--- config.mk ---
export PLATFORM = sky130hd
export DESIGN_NAME = trigEffTop
export DESIGN_NICKNAME = d
export VERILOG_FILES = /design/src/trigEffPkg.sv /design/src/inputSync.sv /design/src/channelCounter.sv /design/src/trigEfficiencyTest.sv /design/src/trigEffTop.sv
export SDC_FILE = /design/constraint.sdc
export NUM_CORES = 1
export LEC_CHECK = 0
export BUFFER_PORTS_ARGS = -buffer_cell sky130_fd_sc_hd__clkbuf_2
export CAP_MARGIN = 20
export CORE_ASPECT_RATIO = 1.2
export CORE_MARGIN = 1
export CORE_UTILIZATION = 40
export DETAILED_ROUTE_END_ITERATION = 10
export PLACE_DENSITY = 0.66
export SYNTH_ARGS = -nofsm -noshare
export SYNTH_HDL_FRONTEND = slang
export SYNTH_SLANG_ARGS = --single-unit
--- constraint.sdc ---
create_clock -name Clk -period 5.15 [get_ports Clk]
set_input_delay 0.515 -clock Clk [delete_from_list [all_inputs] [get_ports Clk]]
set_output_delay 0.515 -clock Clk [all_outputs]
set_load 0.02 [all_outputs]
--- src/trigEffPkg.sv ---
package trigEffPkg;

    //////////////////////////////////////////////////////////////////////
    // Widths and constants
    //////////////////////////////////////////////////////////////////////

    // Counts and output words
    localparam int CountWidth = 16;

    // Trigger window length setting
    localparam int DelayWidth = 4;

    // First word of every test
    localparam logic [CountWidth-1:0] HeaderWord = 16'h4343;

    //////////////////////////////////////////////////////////////////////
    // Types
    //////////////////////////////////////////////////////////////////////

    // Result of one channel, pulses in the upper half
    typedef struct packed {
        logic [CountWidth-1:0] pulses;
        logic [CountWidth-1:0] triggers;
    } channelCountT;

    // Settings of one test
    typedef struct packed {
        logic [CountWidth-1:0] cptMax;
        logic [DelayWidth-1:0] triggerDelay;
    } testConfigT;

    // Sequencer states
    typedef enum logic [2:0] {
        Idle,
        Header,
        Arm,
        Run,
        Capture,
        Send,
        Finished
    } testStateT;

endpackage

--- src/inputSync.sv ---
`timescale 1ns/10ps

module inputSync #(
    parameter bit FallingEdge = 1'b0
) (
    input  logic Clk,
    input  logic reset_n,
    input  logic raw,
    output logic edgeEvent
);

    logic syncMeta;
    logic syncStable;
    logic syncLast;

    // Flops start at the idle level of the line so reset gives no false edge
    always_ff @(posedge Clk or negedge reset_n) begin
        if (!reset_n) begin
            syncMeta   <= FallingEdge;
            syncStable <= FallingEdge;
            syncLast   <= FallingEdge;
        end else begin
            syncMeta   <= raw;
            syncStable <= syncMeta;
            syncLast   <= syncStable;
        end
    end

    // One-cycle strobe on the selected edge
    always_comb begin
        if (FallingEdge) begin
            edgeEvent = syncLast && !syncStable;
        end else begin
            edgeEvent = syncStable && !syncLast;
        end
    end

endmodule

--- src/channelCounter.sv ---
`timescale 1ns/10ps

module channelCounter #(
    parameter int CountWidth = trigEffPkg::CountWidth
) (
    input  logic                     Clk,
    input  logic                     reset_n,
    input  trigEffPkg::testConfigT   cfg,
    input  logic                     clear,
    input  logic                     armed,
    input  logic                     pulseEvent,
    input  logic                     trigEvent,
    output trigEffPkg::channelCountT count,
    output logic                     done
);

    import trigEffPkg::*;

    logic [CountWidth-1:0] pulses;
    logic [CountWidth-1:0] triggers;
    logic [DelayWidth-1:0] windowCnt;
    logic                  windowOpen;
    logic                  trigSeen;
    logic                  lastPulseSeen;
    logic                  acceptPulse;
    logic                  trigHit;

    //////////////////////////////////////////////////////////////////////
    // Window decode
    //////////////////////////////////////////////////////////////////////

    assign lastPulseSeen = (pulses == cfg.cptMax);

    // Pulses past cptMax are dropped
    assign acceptPulse = armed && pulseEvent && !lastPulseSeen;

    // The pulse cycle itself belongs to the window, and a new pulse
    // starts with no trigger seen yet
    assign trigHit = trigEvent && (acceptPulse || (windowOpen && !trigSeen));

    //////////////////////////////////////////////////////////////////////
    // Counters
    //////////////////////////////////////////////////////////////////////

    always_ff @(posedge Clk or negedge reset_n) begin
        if (!reset_n) begin
            pulses     <= '0;
            triggers   <= '0;
            windowCnt  <= '0;
            windowOpen <= 1'b0;
            trigSeen   <= 1'b0;
            done       <= 1'b0;
        end else if (clear) begin
            pulses     <= '0;
            triggers   <= '0;
            windowCnt  <= '0;
            windowOpen <= 1'b0;
            trigSeen   <= 1'b0;
            done       <= 1'b0;
        end else begin
            if (acceptPulse) begin
                pulses     <= pulses + 1'b1;
                windowCnt  <= cfg.triggerDelay;
                windowOpen <= (cfg.triggerDelay != '0);
                trigSeen   <= trigEvent;
            end else if (windowOpen) begin
                // Open for triggerDelay cycles after the pulse cycle
                windowCnt  <= windowCnt - 1'b1;
                windowOpen <= (windowCnt != DelayWidth'(1));
                trigSeen   <= trigSeen || trigEvent;
            end

            if (trigHit) begin
                triggers <= triggers + 1'b1;
            end

            // Sticky until the next clear
            if (armed && lastPulseSeen && !windowOpen) begin
                done <= 1'b1;
            end
        end
    end

    assign count.pulses   = pulses;
    assign count.triggers = triggers;

    //////////////////////////////////////////////////////////////////////
    // Checks
    //////////////////////////////////////////////////////////////////////

    // At most one trigger per accepted pulse
    assert property (@(posedge Clk) disable iff (!reset_n) triggers <= pulses)
        else $error("channelCounter: triggers %0d above pulses %0d", triggers, pulses);

    // Counts of the last test stay until the next clear, while cfg may already change
    assert property (@(posedge Clk) disable iff (!reset_n) armed |-> pulses <= cfg.cptMax)
        else $error("channelCounter: pulses %0d above cptMax %0d", pulses, cfg.cptMax);

endmodule

--- src/trigEfficiencyTest.sv ---
`timescale 1ns/10ps

module trigEfficiencyTest #(
    parameter int NumChannels = 3,
    parameter int CountWidth  = trigEffPkg::CountWidth
) (
    input  logic                     Clk,
    input  logic                     reset_n,
    input  logic                     start,
    input  trigEffPkg::channelCountT counts [NumChannels],
    input  logic [NumChannels-1:0]   chanDone,
    input  logic                     dataTransmitDone,
    output logic                     clear,
    output logic                     armed,
    output logic [CountWidth-1:0]    dataWord,
    output logic                     dataValid,
    output logic                     testDone
);

    import trigEffPkg::*;

    localparam int NumWords  = 2 * NumChannels;
    localparam int IdxWidth  = $clog2(NumWords + 1);
    localparam int SlotWidth = 2 * CountWidth;
    localparam int ShiftBits = NumWords * CountWidth;

    testStateT             state;
    logic [IdxWidth-1:0]   wordIdx;
    logic [ShiftBits-1:0]  resultShift;
    logic [ShiftBits-1:0]  packedCounts;
    logic                  allDone;
    logic                  startTest;
    logic                  sendingWord;

    assign allDone     = &chanDone;
    assign startTest   = (state == Idle) && start;
    assign sendingWord = (state == Send) && (wordIdx != IdxWidth'(NumWords));

    // Channel 0 goes to the top so it leaves the shift register first
    always_comb begin
        packedCounts = '0;
        for (int ch = 0; ch < NumChannels; ch++) begin
            packedCounts[(NumChannels-1-ch)*SlotWidth +: SlotWidth] = counts[ch];
        end
    end

    //////////////////////////////////////////////////////////////////////
    // Sequencer FSM
    //////////////////////////////////////////////////////////////////////

    always_ff @(posedge Clk or negedge reset_n) begin
        if (!reset_n) begin
            state     <= Idle;
            wordIdx   <= '0;
            clear     <= 1'b0;
            armed     <= 1'b0;
            dataValid <= 1'b0;
            testDone  <= 1'b0;
        end else begin
            case (state)
                Idle: begin
                    if (start) begin
                        // Header word and counter clear go out together
                        dataValid <= 1'b1;
                        clear     <= 1'b1;
                        state     <= Header;
                    end
                end

                Header: begin
                    dataValid <= 1'b0;
                    clear     <= 1'b0;
                    armed     <= 1'b1;
                    state     <= Arm;
                end

                // One cycle for done to settle after the clear
                Arm: begin
                    state <= Run;
                end

                Run: begin
                    if (allDone) begin
                        armed <= 1'b0;
                        state <= Capture;
                    end
                end

                Capture: begin
                    wordIdx <= '0;
                    state   <= Send;
                end

                Send: begin
                    if (sendingWord) begin
                        dataValid <= 1'b1;
                        wordIdx   <= wordIdx + 1'b1;
                    end else begin
                        dataValid <= 1'b0;
                        testDone  <= 1'b1;
                        state     <= Finished;
                    end
                end

                Finished: begin
                    if (dataTransmitDone) begin
                        testDone <= 1'b0;
                        state    <= Idle;
                    end
                end

                default: begin
                    state <= Idle;
                end
            endcase
        end
    end

    //////////////////////////////////////////////////////////////////////
    // Output word path
    //////////////////////////////////////////////////////////////////////

    always_ff @(posedge Clk) begin
        if (startTest) begin
            dataWord <= HeaderWord;
        end else if (sendingWord) begin
            dataWord <= resultShift[ShiftBits-1 -: CountWidth];
        end

        if (state == Capture) begin
            resultShift <= packedCounts;
        end else if (sendingWord) begin
            resultShift <= resultShift << CountWidth;
        end
    end

    // Words only go out between start and testDone
    assert property (@(posedge Clk) disable iff (!reset_n)
        (state == Finished || state == Idle) |-> !dataValid)
        else $error("trigEfficiencyTest: dataValid high in state %s", state.name());

endmodule

--- src/trigEffTop.sv ---
`timescale 1ns/10ps

module trigEffTop #(
    parameter int NumChannels = 3,
    parameter int CountWidth  = trigEffPkg::CountWidth
) (
    input  logic                   Clk,
    input  logic                   reset_n,
    input  logic                   CLK_EXT,
    input  logic [NumChannels-1:0] triggerB,
    input  logic                   start,
    input  trigEffPkg::testConfigT cfg,
    input  logic                   dataTransmitDone,
    output logic [CountWidth-1:0]  dataWord,
    output logic                   dataValid,
    output logic                   testDone
);

    import trigEffPkg::*;

    logic                   pulseEvent;
    logic [NumChannels-1:0] trigEvent;
    logic [NumChannels-1:0] chanDone;
    logic                   clear;
    logic                   armed;
    channelCountT           counts [NumChannels];

    // Test pulse is shared by all channels
    inputSync #(
        .FallingEdge(1'b0)
    ) pulseSync (
        .Clk      (Clk),
        .reset_n  (reset_n),
        .raw      (CLK_EXT),
        .edgeEvent(pulseEvent)
    );

    //////////////////////////////////////////////////////////////////////
    // Per-channel trigger path
    //////////////////////////////////////////////////////////////////////

    for (genvar ch = 0; ch < NumChannels; ch++) begin : gChannel
        // Triggers are active low
        inputSync #(
            .FallingEdge(1'b1)
        ) trigSync (
            .Clk      (Clk),
            .reset_n  (reset_n),
            .raw      (triggerB[ch]),
            .edgeEvent(trigEvent[ch])
        );

        channelCounter #(
            .CountWidth(CountWidth)
        ) counter (
            .Clk       (Clk),
            .reset_n   (reset_n),
            .cfg       (cfg),
            .clear     (clear),
            .armed     (armed),
            .pulseEvent(pulseEvent),
            .trigEvent (trigEvent[ch]),
            .count     (counts[ch]),
            .done      (chanDone[ch])
        );
    end

    trigEfficiencyTest #(
        .NumChannels(NumChannels),
        .CountWidth (CountWidth)
    ) sequencer (
        .Clk             (Clk),
        .reset_n         (reset_n),
        .start           (start),
        .counts          (counts),
        .chanDone        (chanDone),
        .dataTransmitDone(dataTransmitDone),
        .clear           (clear),
        .armed           (armed),
        .dataWord        (dataWord),
        .dataValid       (dataValid),
        .testDone        (testDone)
    );

endmodule

==> results.md <==
* H-tree depth at 1
* IO Port Bufs at 45
* Dpl ws at 1.97 ns
* Ys flop type: dfrtp_1
* Drt first-iter violations at 720
* Pwr dens at 361 nW/um2
* Post-route setup slack at 1.96 ns
* Tcrit/Tclk final at 0.619
* Worst slew margin at 0.329
* Initial antenna violation count at 0
* Worst Hold Depth at 1
* Final hold vios at 0
* Unique masters post-synth at 57
* Commonest cells after routing, fill and taps aside: nand2_1 (315), dfrtp_1 (129), edfxtp_1 (96)
* Max VDD drop at 258 uV
* Antenna fix cells at 0
* Post-Syn Area per Cell at 9.64 um2
* Final GP Congestion at 0.851
* #FFs+latches synth at 251
* Clock transition at path regs at 0.06 ns
* DR top layer: met4
* Clock Latency Late Sink at 0.54 ns
* Ratio of cells with drive above 1 in the final layout at 0.103
* Fmax at 314 MHz
* Worst min path class: in2reg
* CTS Sinks at 251
* Gr ovfl total at 0
* WS Path Type: reg2reg
* Area leader, netlist: dfrtp_1
* # DRC at 0
* Gr usage total at 0.191
* Critical Path Source Type: register
* CTS tree: yes
* 1st-pass router iterations at 5
* Leakage Power at 5.76 nW
* Slew @ Worst Pin at 1.00 ns
* Post-DP HPWL at 20.6 mm
* Worst Path Required at 5.37 ns
* Die width at 162 um
* RR Endpoint: sequencer.resultShift[18]
* Final Critical Period at 3.19 ns
* Seq/Total Area, Yosys at 0.546
* Post-Syn Nets at 1314
* Number of global-route vias before repair at 8933
* Area grow syn2layout at 11.8%
* Worst Skew at 0.0107 ns
* Top cells by area, synth: dfrtp_1 (27%), edfxtp_1 (24%), nand2_1 (9.7%)
* Total length of routed wires at 29.5 mm
* Post-synth EDFFs at 96
* Post-layout nets at 1332
* Max Slew Vio Count at 0
* Async SR Flop Fraction at 0.554
* Worst setup EP type: register
* Most common cell after layout, fill and taps aside: nand2_1
* # rows at 69
* Largest net degree at the start of global routing at 109
* Reg-to-reg setup timing slack at 1.96 ns
* Initial Util at 0.410
* Hold wc startpoint: triggerB[0]
* Via Count at 9063
* Synth top area share at 0.265
* Metal2 WL at 15.1 mm
* Unrepaired setup endpoints after global routing: false
* Post-Synthesis Cells at 1272
* Met1 WL at 12.0 mm
* Routed wl met3 at 1.19 mm
* Average wire per standard cell at 17.3 um
* Hold Crit Endpoint: gChannel[0].trigSync.syncMeta
* Number of max-cap violations at 0
* CTS Buffer Depth at 3
* Crit path DAT at 3.40 ns
* Fin Setup TNS at 0 ns
* Crit-path max FO at 49
* Reg2reg start: sequencer.state[2]
* Die outline area at 31400 um2
* Outcome: completed
* Cell count of the worst reg-to-reg path at 5
* CTS Root Cell: clkbuf_16
* I/O pin count at 46
* Vias per cell at 5.33
* Setup violators final at 0
* Synth warn at 0
* Netlist Area Pre-Place at 12300 um2
* Die Y at 194 um
* Core Area at 29900 um2
* ANT nets after route at 0
* First-pass GRT wire length at 47.6 mm
* Num CTS Buffers at 27
## state kept, by name, indices dropped and copies added, names as in the netlist
name and count:
sequencer.dataWord 16, gChannel.trigSync.syncStable 3, sequencer.clear 1, sequencer.testDone 1
pulseSync.syncLast 1, gChannel.counter.trigSeen 3, sequencer.resultShift 96, sequencer.armed 1
gChannel.counter.done 3, gChannel.trigSync.syncLast 3, gChannel.counter.windowOpen 3, gChannel.trigSync.syncMeta 3
sequencer.dataValid 1, pulseSync.syncMeta 1, gChannel.counter.windowCnt 12, gChannel.counter.pulses 48
sequencer.state 3, sequencer.wordIdx 3, pulseSync.syncStable 1, gChannel.counter.triggers 48
## layout make-up
class	count	area, um2
fill	2852	16200
sequential	251	6700
multi-input combinational	921	5160
clock buffer	40	764
tap	390	488
timing repair buffer	59	394
inverter	30	113
clock inverter	10	86.3
## cell families (layout without fill, tap and decap cells)
logic type | Yosys count | in the layout | synth area share
compound gates | 159 | 159 | 0.0748
simple gates | 638 | 638 | 0.247
mux | 22 | 22 | 0.0198
flops | 251 | 251 | 0.546
fa+ha+maj | 14 | 14 | 0.0143
buf+inv | 100 | 139 | 0.0351
xor+xnor | 88 | 88 | 0.0629
## synthesized netlist by cell type (all sizes together) (5+ instances only)
master,count
mux2,18
nand2b,5
nor4,32
or4,25
buf,21
o21ai,43
a31oi,5
clkbuf,47
dfrtp,130
nor3,18
ha,14
inv,30
xor2,54
nand2,317
o31ai,21
nor2,93
a21oi,71
dfstp,9
nand4,23
or3,13
and3,24
nor2b,24
edfxtp,96
a211oi,5
nand3,35
and4,14
dfxtp,16
xnor2,34
## critical path: stages, from the launching register on
cell and delay, ns:
dfrtp_1 0.52, nor2b_1 0.18, buf_4 0.21, nand3_1 0.72
nand2_4 0.88, buf_16 0.31
## power by group
group / switching, mW / internal, mW / total [mW]
Combinational: 0.426 / 0.254 / 0.680
Clock: 0.789 / 1.08 / 1.87
Sequential: 0.221 / 2.18 / 2.40
## metrics by stage
stage | hold slack (ns) | total power, mW | utilization | instance area (um2) | cells
CTS | 0.0397 | 4.96 | 0.456 | 13600 | 1697
global route | 0.0445 | 5.20 | 0.459 | 13700 | 1701
detailed placement | 0.335 | 3.09 | 0.428 | 12800 | 1647
global placement | 0.331 | 3.07 | 0.427 | 12800 | 1646
finish | 0.0578 | 4.95 | 0.459 | 13700 | 1701
floorplan | 0.219 | 2.89 | - | 12300 | 1272
## metal layers
metal | vias to the layer above | GRT usage
met4 | 0 | 0.0821
li1 | 4443 | -
met1 | 4345 | 0.237
met2 | 208 | 0.334
met3 | 67 | 0.0214
met5 | - | 0
## worst max path at each step
stage / cells after the start / endpoint / slack, ns / startpoint
3_3_place_gp: 4 / sequencer.resultShift[11] / 1.92 / sequencer.state[2]
2_1_floorplan: 6 / sequencer.resultShift[0] / 1.54 / sequencer.wordIdx[0]
5_1_grt: 5 / sequencer.resultShift[18] / 1.70 / sequencer.state[2]
6_report: 5 / sequencer.resultShift[18] / 1.96 / sequencer.state[2]
3_5_place_dp: 7 / gChannel[1].counter.triggers[15] / 1.97 / cfg[16]
4_1_cts: 5 / sequencer.resultShift[27] / 1.96 / sequencer.state[2]
## what timing repair did
item / CTS / global route
hold buffers: 0 / 1
buffers inserted: 0 / 0
hold endpoints to repair: 0 / 12
gates resized for setup: 0 / 0
Note: power is estimated with default switching activity, not from simulation.
